### src/rtl/routerPkg.sv
`default_nettype none

package routerPkg;

  localparam int unsigned NUM_PORTS = 5;

  typedef logic [31:0] flitData_t;
  typedef logic [2:0] flitId_t;
  typedef logic [11:0] pktLength_t;              // Also the hold limit of a timer
  typedef logic [NUM_PORTS-1:0] portMask_t;      // Bit 0 is Local, then N, E, W, S

  localparam flitId_t FLIT_HEADER = 3'd1;        // Only a header loads the length
  localparam flitId_t FLIT_BODY = 3'd2;
  localparam flitId_t FLIT_TAIL = 3'd3;

  // Port order is also the rotation order
  localparam int unsigned PORT_L = 0;
  localparam int unsigned PORT_N = 1;
  localparam int unsigned PORT_E = 2;
  localparam int unsigned PORT_W = 3;
  localparam int unsigned PORT_S = 4;

  // Bit 0 is idle, the upper bits line up with portMask_t
  typedef enum logic [NUM_PORTS:0]
  {
    ST_IDLE = 6'b000001,
    ST_L    = 6'b000010,
    ST_N    = 6'b000100,
    ST_E    = 6'b001000,
    ST_W    = 6'b010000,
    ST_S    = 6'b100000
  } arbState_t;

endpackage

`default_nettype wire

### src/rtl/holdTimer.sv
`timescale 1ns/1ps
`default_nettype none

module holdTimer
  import routerPkg::*;
(
  input  wire logic       clk,
  input  wire logic       rst,
  input  wire flitId_t    flitId,
  input  wire pktLength_t length,
  input  wire logic       run,
  output logic            timesUp
);

  pktLength_t limit;
  pktLength_t count;

  always_ff @(posedge clk)
  begin
    if (rst)
    begin
      limit <= '0;
      count <= '0;
    end
    else
    begin
      if (flitId == FLIT_HEADER)
      begin
        limit <= length;                         // Loaded even when not granted
      end
      if (run)
      begin
        count <= pktLength_t'(count + 1'b1);
      end
      else
      begin
        count <= '0;                             // Any cycle off hold starts over
      end
    end
  end

  assign timesUp = (count == limit);

endmodule

`default_nettype wire

### src/rtl/outputArbiter.sv
`timescale 1ns/1ps
`default_nettype none

module outputArbiter
  import routerPkg::*;
(
  input  wire logic       clk,
  input  wire logic       rst,
  input  wire logic       LReq,
  input  wire logic       NReq,
  input  wire logic       EReq,
  input  wire logic       WReq,
  input  wire logic       SReq,
  input  wire flitId_t    LFlitId,
  input  wire flitId_t    NFlitId,
  input  wire flitId_t    EFlitId,
  input  wire flitId_t    WFlitId,
  input  wire flitId_t    SFlitId,
  input  wire pktLength_t LLength,
  input  wire pktLength_t NLength,
  input  wire pktLength_t ELength,
  input  wire pktLength_t WLength,
  input  wire pktLength_t SLength,
  output portMask_t       grant
);

  arbState_t state;
  arbState_t nextState;
  portMask_t reqVec;
  portMask_t timesUp;
  portMask_t run;
  logic hold;
  int unsigned start;

  // First requester at or after start, wrapping round the ports
  function automatic portMask_t rotatePick(portMask_t req, int unsigned first);
    portMask_t pick;
    int unsigned idx;
    pick = '0;
    for (int unsigned i = 0; i < NUM_PORTS; i++)
    begin
      idx = (first + i) % NUM_PORTS;
      if (req[idx] && (pick == '0))
      begin
        pick[idx] = 1'b1;
      end
    end
    return pick;
  endfunction

  function automatic arbState_t toState(portMask_t pick);
    arbState_t st;
    if (pick == '0)
    begin
      st = ST_IDLE;
    end
    else
    begin
      st = arbState_t'({pick, 1'b0});
    end
    return st;
  endfunction

  assign reqVec = {SReq, WReq, EReq, NReq, LReq};

  holdTimer lTimer
  (
    .clk(clk),
    .rst(rst),
    .flitId(LFlitId),
    .length(LLength),
    .run(run[PORT_L]),
    .timesUp(timesUp[PORT_L])
  );

  holdTimer nTimer
  (
    .clk(clk),
    .rst(rst),
    .flitId(NFlitId),
    .length(NLength),
    .run(run[PORT_N]),
    .timesUp(timesUp[PORT_N])
  );

  holdTimer eTimer
  (
    .clk(clk),
    .rst(rst),
    .flitId(EFlitId),
    .length(ELength),
    .run(run[PORT_E]),
    .timesUp(timesUp[PORT_E])
  );

  holdTimer wTimer
  (
    .clk(clk),
    .rst(rst),
    .flitId(WFlitId),
    .length(WLength),
    .run(run[PORT_W]),
    .timesUp(timesUp[PORT_W])
  );

  holdTimer sTimer
  (
    .clk(clk),
    .rst(rst),
    .flitId(SFlitId),
    .length(SLength),
    .run(run[PORT_S]),
    .timesUp(timesUp[PORT_S])
  );

  always_ff @(posedge clk)
  begin
    if (rst)
    begin
      state <= ST_IDLE;
    end
    else
    begin
      state <= nextState;
    end
  end

  always_comb
  begin
    run = '0;
    hold = |(grant & reqVec & ~timesUp);         // Owner still asking and under its limit
    case (state)
      ST_IDLE: start = PORT_L;
      ST_L:    start = PORT_N;
      ST_N:    start = PORT_E;
      ST_E:    start = PORT_W;
      ST_W:    start = PORT_S;
      default: start = PORT_L;                   // South wraps to Local
    endcase
    if (hold)
    begin
      nextState = state;
      run = grant;
    end
    else
    begin
      // The owner comes last in the search, so it may win again
      nextState = toState(rotatePick(reqVec, start));
    end
  end

  assign grant = portMask_t'(state[NUM_PORTS:1]);

endmodule

`default_nettype wire

### src/rtl/flitSwitch.sv
`timescale 1ns/1ps
`default_nettype none

module flitSwitch
  import routerPkg::*;
(
  input  wire logic      clk,
  input  wire logic      rst,
  input  wire portMask_t grant,
  input  wire logic      LReq,
  input  wire logic      NReq,
  input  wire logic      EReq,
  input  wire logic      WReq,
  input  wire logic      SReq,
  input  wire flitData_t LFlit,
  input  wire flitData_t NFlit,
  input  wire flitData_t EFlit,
  input  wire flitData_t WFlit,
  input  wire flitData_t SFlit,
  input  wire flitId_t   LFlitId,
  input  wire flitId_t   NFlitId,
  input  wire flitId_t   EFlitId,
  input  wire flitId_t   WFlitId,
  input  wire flitId_t   SFlitId,
  output flitData_t      outFlit,
  output flitId_t        outFlitId,
  output logic           outValid
);

  flitData_t flits [NUM_PORTS];
  flitId_t ids [NUM_PORTS];
  portMask_t reqVec;
  flitData_t selFlit;
  flitId_t selId;
  logic selValid;

  assign flits[PORT_L] = LFlit;
  assign flits[PORT_N] = NFlit;
  assign flits[PORT_E] = EFlit;
  assign flits[PORT_W] = WFlit;
  assign flits[PORT_S] = SFlit;
  assign ids[PORT_L] = LFlitId;
  assign ids[PORT_N] = NFlitId;
  assign ids[PORT_E] = EFlitId;
  assign ids[PORT_W] = WFlitId;
  assign ids[PORT_S] = SFlitId;
  assign reqVec = {SReq, WReq, EReq, NReq, LReq};

  // AND-OR mux, grant is one-hot
  always_comb
  begin
    selFlit = '0;
    selId = '0;
    for (int p = 0; p < NUM_PORTS; p++)
    begin
      if (grant[p])
      begin
        selFlit = selFlit | flits[p];
        selId = selId | ids[p];
      end
    end
    selValid = |(grant & reqVec);                // Owner must still be presenting a flit
  end

  always_ff @(posedge clk)
  begin
    if (rst)
    begin
      outFlit <= '0;
      outFlitId <= '0;
      outValid <= 1'b0;
    end
    else
    begin
      outValid <= selValid;
      if (selValid)
      begin
        outFlit <= selFlit;                      // Holds its last value while not valid
        outFlitId <= selId;
      end
    end
  end

endmodule

`default_nettype wire

### src/rtl/outputPort.sv
`timescale 1ns/1ps
`default_nettype none

module outputPort
  import routerPkg::*;
(
  input  wire logic       clk,
  input  wire logic       rst,
  input  wire flitData_t  LFlit,
  input  wire flitId_t    LFlitId,
  input  wire pktLength_t LLength,
  input  wire logic       LReq,
  input  wire flitData_t  NFlit,
  input  wire flitId_t    NFlitId,
  input  wire pktLength_t NLength,
  input  wire logic       NReq,
  input  wire flitData_t  EFlit,
  input  wire flitId_t    EFlitId,
  input  wire pktLength_t ELength,
  input  wire logic       EReq,
  input  wire flitData_t  WFlit,
  input  wire flitId_t    WFlitId,
  input  wire pktLength_t WLength,
  input  wire logic       WReq,
  input  wire flitData_t  SFlit,
  input  wire flitId_t    SFlitId,
  input  wire pktLength_t SLength,
  input  wire logic       SReq,
  output wire portMask_t  grant,
  output wire flitData_t  outFlit,
  output wire flitId_t    outFlitId,
  output wire logic       outValid
);

  outputArbiter arbiter
  (
    .clk(clk),
    .rst(rst),
    .LReq(LReq),
    .NReq(NReq),
    .EReq(EReq),
    .WReq(WReq),
    .SReq(SReq),
    .LFlitId(LFlitId),
    .NFlitId(NFlitId),
    .EFlitId(EFlitId),
    .WFlitId(WFlitId),
    .SFlitId(SFlitId),
    .LLength(LLength),
    .NLength(NLength),
    .ELength(ELength),
    .WLength(WLength),
    .SLength(SLength),
    .grant(grant)
  );

  // Grant is registered, so a flit leaves two edges after its request
  flitSwitch switch
  (
    .clk(clk),
    .rst(rst),
    .grant(grant),
    .LReq(LReq),
    .NReq(NReq),
    .EReq(EReq),
    .WReq(WReq),
    .SReq(SReq),
    .LFlit(LFlit),
    .NFlit(NFlit),
    .EFlit(EFlit),
    .WFlit(WFlit),
    .SFlit(SFlit),
    .LFlitId(LFlitId),
    .NFlitId(NFlitId),
    .EFlitId(EFlitId),
    .WFlitId(WFlitId),
    .SFlitId(SFlitId),
    .outFlit(outFlit),
    .outFlitId(outFlitId),
    .outValid(outValid)
  );

endmodule

`default_nettype wire

### config.mk
export PLATFORM = sky130hd
export DESIGN_NAME = outputPort
export DESIGN_NICKNAME = d
export VERILOG_FILES = /design/src/rtl/routerPkg.sv /design/src/rtl/holdTimer.sv /design/src/rtl/outputArbiter.sv /design/src/rtl/flitSwitch.sv /design/src/rtl/outputPort.sv
export SDC_FILE = /design/constraint.sdc
export NUM_CORES = 1
export LEC_CHECK = 0
export ABC_AREA = 0
export BUFFER_PORTS_ARGS = -buffer_cell sky130_fd_sc_hd__buf_4
export CORE_UTILIZATION = 29
export CTS_CLUSTER_SIZE = 16
export DETAILED_ROUTE_END_ITERATION = 8
export GPL_TIMING_DRIVEN = 0
export PLACE_DENSITY_LB_ADDON = 0.12
export RECOVER_POWER = 25
export SYNTH_ARGS = -nofsm -noshare
export SYNTH_HDL_FRONTEND = slang
export SYNTH_SLANG_ARGS = --single-unit
### constraint.sdc
create_clock -name clk -period 7.9 [get_ports clk]
set_input_delay 0 -clock clk [delete_from_list [all_inputs] [get_ports clk]]
set_output_delay 0 -clock clk [all_outputs]
set_load 0.03 [all_outputs]
==> results of run 1 <==
cells in the mapped netlist, drive strengths merged, types with 5 or more instances:
cell type / n / area share, %
clkbuf: 54 / 2.1
nor2: 187 / 7.5
a22oi: 38 / 3.0
inv: 28 / 1.1
o211ai: 6 / 0.53
a21o: 7 / 0.56
a31oi: 16 / 1.1
dfxtp: 162 / 34
a21oi: 12 / 0.64
nor3b: 7 / 0.61
mux2i: 68 / 7.2
a311oi: 36 / 3.3
o21ai: 15 / 0.80
and2: 5 / 0.33
a222oi: 35 / 3.7
buf: 13 / 0.77
o31ai: 6 / 0.48
nand4: 10 / 0.66
nor3: 15 / 0.85
xor2: 95 / 8.9
o21a: 5 / 0.40
nand3: 38 / 2.1
a221oi: 5 / 0.46
xnor2: 26 / 2.4
nor4: 18 / 1.4
nand2: 42 / 1.7
ha: 35 / 4.6
and3: 24 / 1.6
nand2b: 9 / 0.60
layout make-up:
cell class	count	share of cell area (%)
multi-input combinational	826	42.3
sequential	162	23.6
timing repair buffer	400	22.9
tap	435	3.96
clock buffer	17	3.09
buffer	67	2.00
clock inverter	15	1.45
inverter	28	0.764
routing by layer:
metal	wire length, µm	track usage, %	vias up
li1	-	-	4812
met1	16000	26.5	4628
met2	17200	35.8	305
met3	2070	3.87	27
met4	405	5.38	2
met5	13	0	-
stage by stage:
step	instances	cell area, µm²	power (mW)	utilization, %
after floorplan	1083	9440	2.33	-
after global placement	1798	12100	3.01	38.0
after detailed placement	1798	12100	3.01	38.0
after CTS	1949	13900	4.03	43.7
after global routing	1950	13800	4.21	43.3
final	1950	13800	3.96	43.3
report_power, final:
part / switching [mW] / internal (mW)
Clock: 0.452 / 0.439
Combinational: 1.30 / 0.794
Sequential: 0.0679 / 0.912
Total: 1.81 / 2.15
timing repair:
action                                 CTS  global route
hold buffers                           119             1
gates resized for setup                  0             0
endpoints found under the hold margin   91             1
tightest hold or removal path, cell delays in order:
cell and delay [ns]:
buf_4 0.10, nor3b_1 0.09, mux2i_1 0.13, nor2_1 0.08
worst paths after layout:
check / start / to / slack [ns]
min reg2reg: arbiter.sTimer.count[0] / arbiter.sTimer.count[0] / 0.50
max: arbiter.state[1] / arbiter.state[0] / 0.77
min: SFlitId[2] / arbiter.sTimer.limit[0] / 0.0009
max reg2reg: arbiter.state[1] / arbiter.state[0] / 0.77
cells by family after synthesis:
logic type | after synthesis
muxes | 71
adders and majority gates | 36
DFF | 162
xor gates and xnor gates | 121
buffers and inverters | 95
AOI/OAI and AO/OA | 218
and+or+nand+nor | 380
==> metrics.txt, run 1 <==
gpl congestion 0.838; die height 182 µm; Placement Rows 65; hold path cells 4; largest net degree at the start of global routing 21; CP Data Arrival Time ~7.5 ns; Synth Area in Compound Gates 18.6%; root buffer cell clkbuf_16; Worst Skew slightly below 0.02 ns; Largest register FFs 32; Diodes inserted 0; max-cap violations 0; maximum vdd drop 151 µV; Layout Area Growth over Synthesis 45.8%; asr flop ratio synth 0%; layout cells sized above 1 between 20% and 30%; CTS tree yes; Worst Tran Pin Value between 0.9 and 1 ns; H-tree levels 4; HP Class in2reg; die width roughly 180 µm; crit-path max FO 13; Crit path depth 26; via/cell ratio ~5; flops & latches, synth about 160; Slowest-stage cell, CP o31ai_1; clk_lat worst skew between 0.4 and 0.5 ns; commonest non-fill, non-tap cell in the layout buf_4; Tot GR Track Use 20.8%; Final TNS setup 0 ns; FF+latch area around 3200 µm²; Final min period roughly 7.1 ns; drt total wl between 30000 and 40000 µm; Syn Std Cell Area 9440 µm²; setup ws final 0.775 ns; Simple-Gate Fraction of Synth Area 19.3%; RSZ-0062 raised after global routing no; CP max stage delay between 0.6 and 0.7 ns; Final ANT Viol Nets 0; drt wl/cell 18.3 µm; most frequent cells in the layout 242 x buf_4, 186 x nor2_1, 162 x dfxtp_1; Power Dens Cells roughly 290 nW/µm²; fill count ~3200; largest family of logic cells by synthesized area simple AND/OR/NAND/NOR gates; Synth cell types 78; Multi-input gate area approximately 5800 µm²; status completed; WHS between 0.0009 and 0.001 ns; clk buf depth 2; Fmax between 100 and 150 MHz; syn_area_per_cell 8.71 µm²; via count of the first global-routing pass approximately 9400; drt first pass iters 7; crit path kind reg2reg; core area approximately 32000 µm²; syn nets between 1000 and 1500; R2R depth 26; EDFF count, synth 0; sequential area share after synthesis about a third; Setup-failing EPs final 0; Clock Pin Slew Worst Setup and Hold Paths about 0.080 ns; grt ovf 0; clock sinks 162; Iteration-0 DRC Markers ~600; Synth Area in XOR/XNOR about 11%; Final period util between 90% and 100%; ys flop type dfxtp_1; worst endpoint required time between 8 and 9 ns; Top delay family on crit path compound AO/OA/AOI/OAI gates; Top Ports ~280; Die ar. ~33000 µm²; Vias just under 10000; Fin. Hold Viols 0; Synth Instances roughly 1100; first-pass GRT wire length about 53000 µm; port bufs 280; Max-slew headroom a little over a third; Largest Register switch.outFlit; leak pwr roughly 5.7 nW; Initial Utilization about 30%; most used cell, CP ha_1; DRC Markers 0; initial antenna violation count 1; number of synthesis warnings 0; Buffers & Inverters on Critical Path 6; adder-cell share of the synthesized area 4.85%; CTS Buf Count 17; Crit. End Element flip-flop; # nets final about 1800; mux contribution to synthesized area 7.57%; max-slew violations 0; startpoint class of the critical path flip-flop; Post-CTS Setup Bufs 0; pre-CTS setup slack about 0.9 ns; Final HPWL DP about 27000 µm
(Power assumes the default switching activity.)
==> inputs of run 2 (changes only) <==
--- a/config.mk
+++ b/config.mk
@@ -10,7 +10,6 @@
 export CORE_UTILIZATION = 29
 export CTS_CLUSTER_SIZE = 16
 export DETAILED_ROUTE_END_ITERATION = 8
-export GPL_TIMING_DRIVEN = 0
 export PLACE_DENSITY_LB_ADDON = 0.12
 export RECOVER_POWER = 25
 export SYNTH_ARGS = -nofsm -noshare
==> run 2 against run 1 <==
Effect of this change: the run now ends with design-rule violations, max-capacitance violations, max-slew violations left; critical endpoint unchanged; count of clock-buffer cells in the layout is 1 higher; clock power is 5.8% lower; combinational power fell by 2%; via count down 0.72%; largest cell class unchanged; sequential share of layout area shrank 0.19 points; clock skew hardly changed; first-iteration DRC count is 17% higher; fmax increased by 8.0%; critical path depth decreased by 3; non-clock buffer count is 30 lower; wire length down 5.5%; final cell count is 1.5% lower.
==> metrics.txt, run 2 (synthesized netlist as in run 1, its figures left out) <==
largest net degree at the start of global routing ~70; WHS about 0.013 ns; Initial Utilization approximately 30%; overall power 3.92 mW; Final min period ~6.6 ns; Placement Rows between 60 and 70; Combinational Power Share between 50% and 60%; die height 182 µm; Iteration-0 DRC Markers slightly above 700; Seq pwr share a little over a quarter; H-tree levels 4; Die ar. ~33000 µm²; RSZ-0062 raised after global routing no; pre-CTS setup slack about 1.4 ns; hold buffer count at cts between 100 and 150; via/cell ratio between 5 and 6; crit path kind reg2reg; drt wl/cell roughly 18 µm; commonest non-fill, non-tap cell in the layout buf_4; Top delay family on crit path compound AO/OA/AOI/OAI gates; Power Dens Cells 282 nW/µm²; clock sinks 162; WL met3 ~2100 µm; core area roughly 32000 µm²; max-cap violations 2; die width 182 µm; CTS tree yes; Final period util 83.5%; max-slew violations 102; Final TNS setup 0 ns; post-cts sizing count 0; final core area utilization around 44%; DRC Markers 2; Top Ports between 200 and 300; Vias ~9700; Buffers & Inverters on Critical Path 3; Post-CTS Setup Bufs 0; Setup-failing EPs final 0; Worst Skew just under 0.02 ns; Largest Register switch.outFlit; cell chain of the critical path nor4_4 -> nand2_1 -> buf_4 -> ha_1 -> inv_1 -> ha_1 -> inv_1 -> ha_1 -> nor3_1 -> nor2_1 -> xnor2_1 -> ha_1 -> nor2b_1 -> nor2_1 -> o211ai_1 -> o311ai_1 -> a21o_1 -> mux2i_1 -> a221o_1 -> o31ai_1 -> nor4_1 -> nor3_1 -> a31o_1; Fin. Hold Viols 0; highest metal used met5; sw power around 1.7 mW; initial antenna violation count 2; startpoint class of the critical path flip-flop; Tot GR Track Use 19.9%; grt ovf 0; Slowest-stage cell, CP dfxtp_2; Largest register FFs 32; drt first pass iters 9; Worst Tran Pin Value 2.48 ns; WL met1 around 15000 µm; most frequent cells in the layout 268 x buf_4, 186 x nor2_1, 157 x dfxtp_1; status complete, but fails checks; clk buf depth 2; failing checks design-rule violations, max-capacitance violations, max-slew violations; drt total wl between 30000 and 40000 µm; Final HPWL DP about 24000 µm; layout cells sized above 1 approximately 22%; via count of the first global-routing pass about 9500; CTS Buf Count 17; # nets final roughly 1800; Final ANT Viol Nets 0; crit-path max FO 43; HP Class in2reg; metal2 WL roughly 16000 µm; Clock power frac 21.4%; root buffer cell clkbuf_16; maximum vdd drop roughly 170 µV; first-pass GRT wire length between 50000 and 60000 µm; worst endpoint required time between 8 and 9 ns; Max-slew headroom -65.0%; clk_lat worst skew about 0.44 ns; Diodes inserted 0; gpl congestion ~0.85; Sw Share 43.5%; Clock Pin Slew Worst Setup and Hold Paths 0.07 ns; leak pwr ~5.8 nW; port bufs 282; setup ws final roughly 1.3 ns; CP max stage delay 1.00 ns; Layout Area Growth over Synthesis 47.2%; cell-internal power roughly 2.2 mW; most used cell, CP ha_1; Fmax approximately 150 MHz; Crit. End Element flip-flop; CP Data Arrival Time between 6 and 7 ns
==> run 2: final timing paths <==
path	startpoint	end	slack [ns]	depth (start not counted)
worst max register to register	arbiter.state[2]	arbiter.state[0]	1.30	23
worst max-delay path	arbiter.state[2]	arbiter.state[0]	1.30	23
worst min-delay path	LFlitId[1]	switch.outFlitId[1]	0.01	3
worst min register to register	arbiter.nTimer.count[0]	arbiter.nTimer.count[0]	0.50	1
==> run 2: stage by stage <==
step | instances | instance area, µm²
finish | 1920 | 13900
global route | 1920 | 13900
CTS | 1920 | 14000
detailed placement | 1744 | 11900
global placement | 1744 | 11900
floorplan | 1083 | 9440
==> run 2: worst reg2reg max path, cell delays in order, from the launching register on <==
cell and delay (ns):
dfxtp_2 1.00, nor4_4 0.15, nand2_1 0.29, buf_4 0.26, ha_1 0.17, inv_1 0.04
ha_1 0.39, inv_1 0.17, ha_1 0.27, nor3_1 0.32, nor2_1 0.09, xnor2_1 0.41
ha_1 0.37, nor2b_1 0.26, nor2_1 0.10, o211ai_1 0.18, o311ai_1 0.14, a21o_1 0.23
mux2i_1 0.14, a221o_1 0.39, o31ai_1 0.58, nor4_1 0.11, nor3_1 0.29, a31o_1 0.19
==> run 2: routing by layer <==
layer,vias to the layer above,track usage [%]
li1,4766,-
met1,4575,24.2
met2,305,33.3
met3,54,5.09
met4,4,7.73
met5,-,0
==> run 2: power groups by stage <==
| stage | clock network, mW | logic (mW) | registers, mW |
|---|---|---|---|
| finish | 0.839 | 2.04 | 1.03 |
| global route | 0.896 | 2.23 | 1.05 |
| CTS | 0.864 | 2.07 | 1.03 |
| detailed placement | 0 | 1.86 | 1.05 |
| global placement | 0 | 1.86 | 1.05 |
| floorplan | 0 | 1.22 | 1.11 |
==> run 2: area by class of cell <==
cell class              count  area, µm²
multi-input cells         826       5840
clock buffers              18        439
flip-flops and latches    162       3250
clock inverters            14        163
fillers                  3183      17900
well taps                 435        544
repair buffers            437       3550
inverters                  28        105
==> inputs of run 3 (changes only) <==
==> constraint.sdc (replaced) <==
create_clock -name clk -period 5.5 [get_ports clk]
set_input_delay 0 -clock clk [delete_from_list [all_inputs] [get_ports clk]]
set_output_delay 0 -clock clk [all_outputs]
set_load 0.03 [all_outputs]
==> run 3 against run 2 <==
Effect of this change: the run ends with max-capacitance violations, max-slew violations left; register-to-register slack got worse by 0.99 ns; first-iteration DRC count increased by 1.3%; critical path depth decreased by 3; utilization increased by 1.1 points; flip-flop and latch count unchanged; global-route usage increased by 0.12 points; wire length increased by 0.97%; die area unchanged; fmax increased by 27%; largest power group unchanged.
==> metrics.txt, run 3 (synthesized netlist as in run 1, its figures left out) <==
startpoint class of the critical path flip-flop; CTS Buf Count 17; # nets final about 1800; cell-internal power between 3 and 4 mW; Layout Cells excl Fill 1958; Iteration-0 DRC Markers just over 700; grt ovf 0; Worst Tran Pin Value 3.43 ns; pre-CTS setup slack 0.260 ns; worst endpoint required time 5.87 ns; Sw Share 44.0%; Seq pwr share between 20% and 30%; Final period util a little over nine tenths; Fin. Hold Viols 0; Top Ports ~280; most frequent cells in the layout 279 x buf_4, 186 x nor2_1, 161 x dlygate4sd3_1; commonest non-fill, non-tap cell in the layout buf_4; Crit. End Element flip-flop; port bufs around 280; Most Used Layer, Global Route met2; Die ar. 33300 µm²; HP Class in2reg; sw power between 2 and 3 mW; gpl congestion 0.896; layout cells sized above 1 22.9%; CP max stage delay 0.56 ns; Post-CTS Setup Bufs 0; Diodes inserted 0; crit-path max FO 10; leak pwr between 6 and 7 nW; Fmax between 150 and 200 MHz; drt wl/cell approximately 17 µm; root buffer cell clkbuf_16; die width around 180 µm; Layout Area Growth over Synthesis 50.9%; RSZ-0062 raised after global routing no; Max-slew headroom -128%; largest net degree at the start of global routing 70; CP Data Arrival Time between 5 and 6 ns; drt first pass iters 5; Worst Skew approximately 0.015 ns; CTS tree yes; via/cell ratio around 5; Combinational Power Share 53.1%; Tot GR Track Use around 20%; max-cap violations 1; failing checks max-capacitance violations, max-slew violations; crit path kind reg2reg; Power Dens Cells just over 400 nW/µm²; Setup-failing EPs final 0; clock sinks 162; core area between 30000 and 40000 µm²; Final min period 5.18 ns; Final ANT Viol Nets 0; initial antenna violation count 0; Clock Pin Slew Worst Setup and Hold Paths 0.08 ns; Clock power frac between 20% and 30%; Initial Utilization 29.7%; maximum vdd drop 261 µV; drt total wl 34000 µm; M3 GR Usage about 3.3%; Final TNS setup 0 ns; Final HPWL DP roughly 25000 µm; clk buf depth 2; Critical Path Source arbiter.state[4]; first-pass GRT wire length about 52000 µm; Largest Register switch.outFlit; die height approximately 180 µm; Worst R2R Start arbiter.state[4]; H-tree levels 4; Placement Rows between 60 and 70; setup ws final ~0.32 ns; met2 Use GR 34.8%; routing usage on met1 around 25%; status complete, but fails checks; clk_lat worst skew about 0.43 ns; cell chain of the critical path or3b_1 -> nor2_4 -> buf_4 -> ha_1 -> nand2b_1 -> a21oi_1 -> xnor2_1 -> ha_1 -> inv_1 -> fa_1 -> nand2b_1 -> o221a_2 -> nor2_1 -> and4_1 -> a21o_1 -> or4_1 -> o211ai_2 -> or2b_1 -> and4_1 -> a31o_1; final core area utilization between 40% and 50%; hold path start SFlit[31]; Slowest-stage cell, CP fa_1; placed insts 1765; overall power approximately 5.8 mW; max-slew violations 70; via count of the first global-routing pass between 9000 and 10000; Vias around 9900; Largest register FFs 32; DRC Markers 0
## run 3: through the flow
step           instance area (µm²)  hold slack, ns
6_report                     14200          0.0170
5_1_grt                      14200          0.0126
3_3_place_gp                 12100           0.233
4_1_cts                      14300        0.000657
2_1_floorplan                 9440           0.147
3_5_place_dp                 12100           0.240
## run 3: power by group through the flow
stage          combinational, mW  clock (mW)  sequential [mW]
2_1_floorplan               1.76           0             1.60
3_3_place_gp                2.83           0             1.45
3_5_place_dp                2.83           0             1.45
4_1_cts                     3.08        1.32             1.42
5_1_grt                     3.33        1.37             1.44
6_report                    3.06        1.28             1.42
## run 3: worst max-delay path, delay by kind of cell (launching register included)
| kind | cells | cell delay [ns] |
|---|---|---|
| DFF | 1 | 0.51 |
| xor gates and xnor gates | 1 | 0.22 |
| adders and majority gates | 3 | 1.04 |
| and+or+nand+nor | 9 | 2.20 |
| buffers and inverters | 2 | 0.27 |
| AOI/OAI and AO/OA | 5 | 0.88 |
## run 3: area by class of cell
type	instances	area [µm²]
Fill cell	3174	17600
Multi-Input combinational cell	826	5880
Timing Repair Buffer	475	3840
Sequential cell	162	3250
Tap cell	435	544
Clock buffer	17	425
Clock inverter	15	200
Inverter	28	105
## run 3: final timing paths
check / to / slack, ns / depth (start not counted)
max: arbiter.state[0] / 0.32 / 20
min: switch.outFlit[31] / 0.02 / 3
max reg2reg: arbiter.state[0] / 0.32 / 20
min reg2reg: switch.outFlit[24] / 0.50 / 2
## run 3: per-layer routing
layer | routed length [µm] | up-vias
met3 | 1800 | 33
met4 | 558 | 0
met5 | 0 | -
met2 | 16400 | 321
li1 | - | 4840
met1 | 15300 | 4703
## run 3: what timing repair did
item	in CTS	in global routing
setup endpoints to repair	0	6
hold endpoints to repair	94	0
resized for setup	0	6
hold buffers	161	0
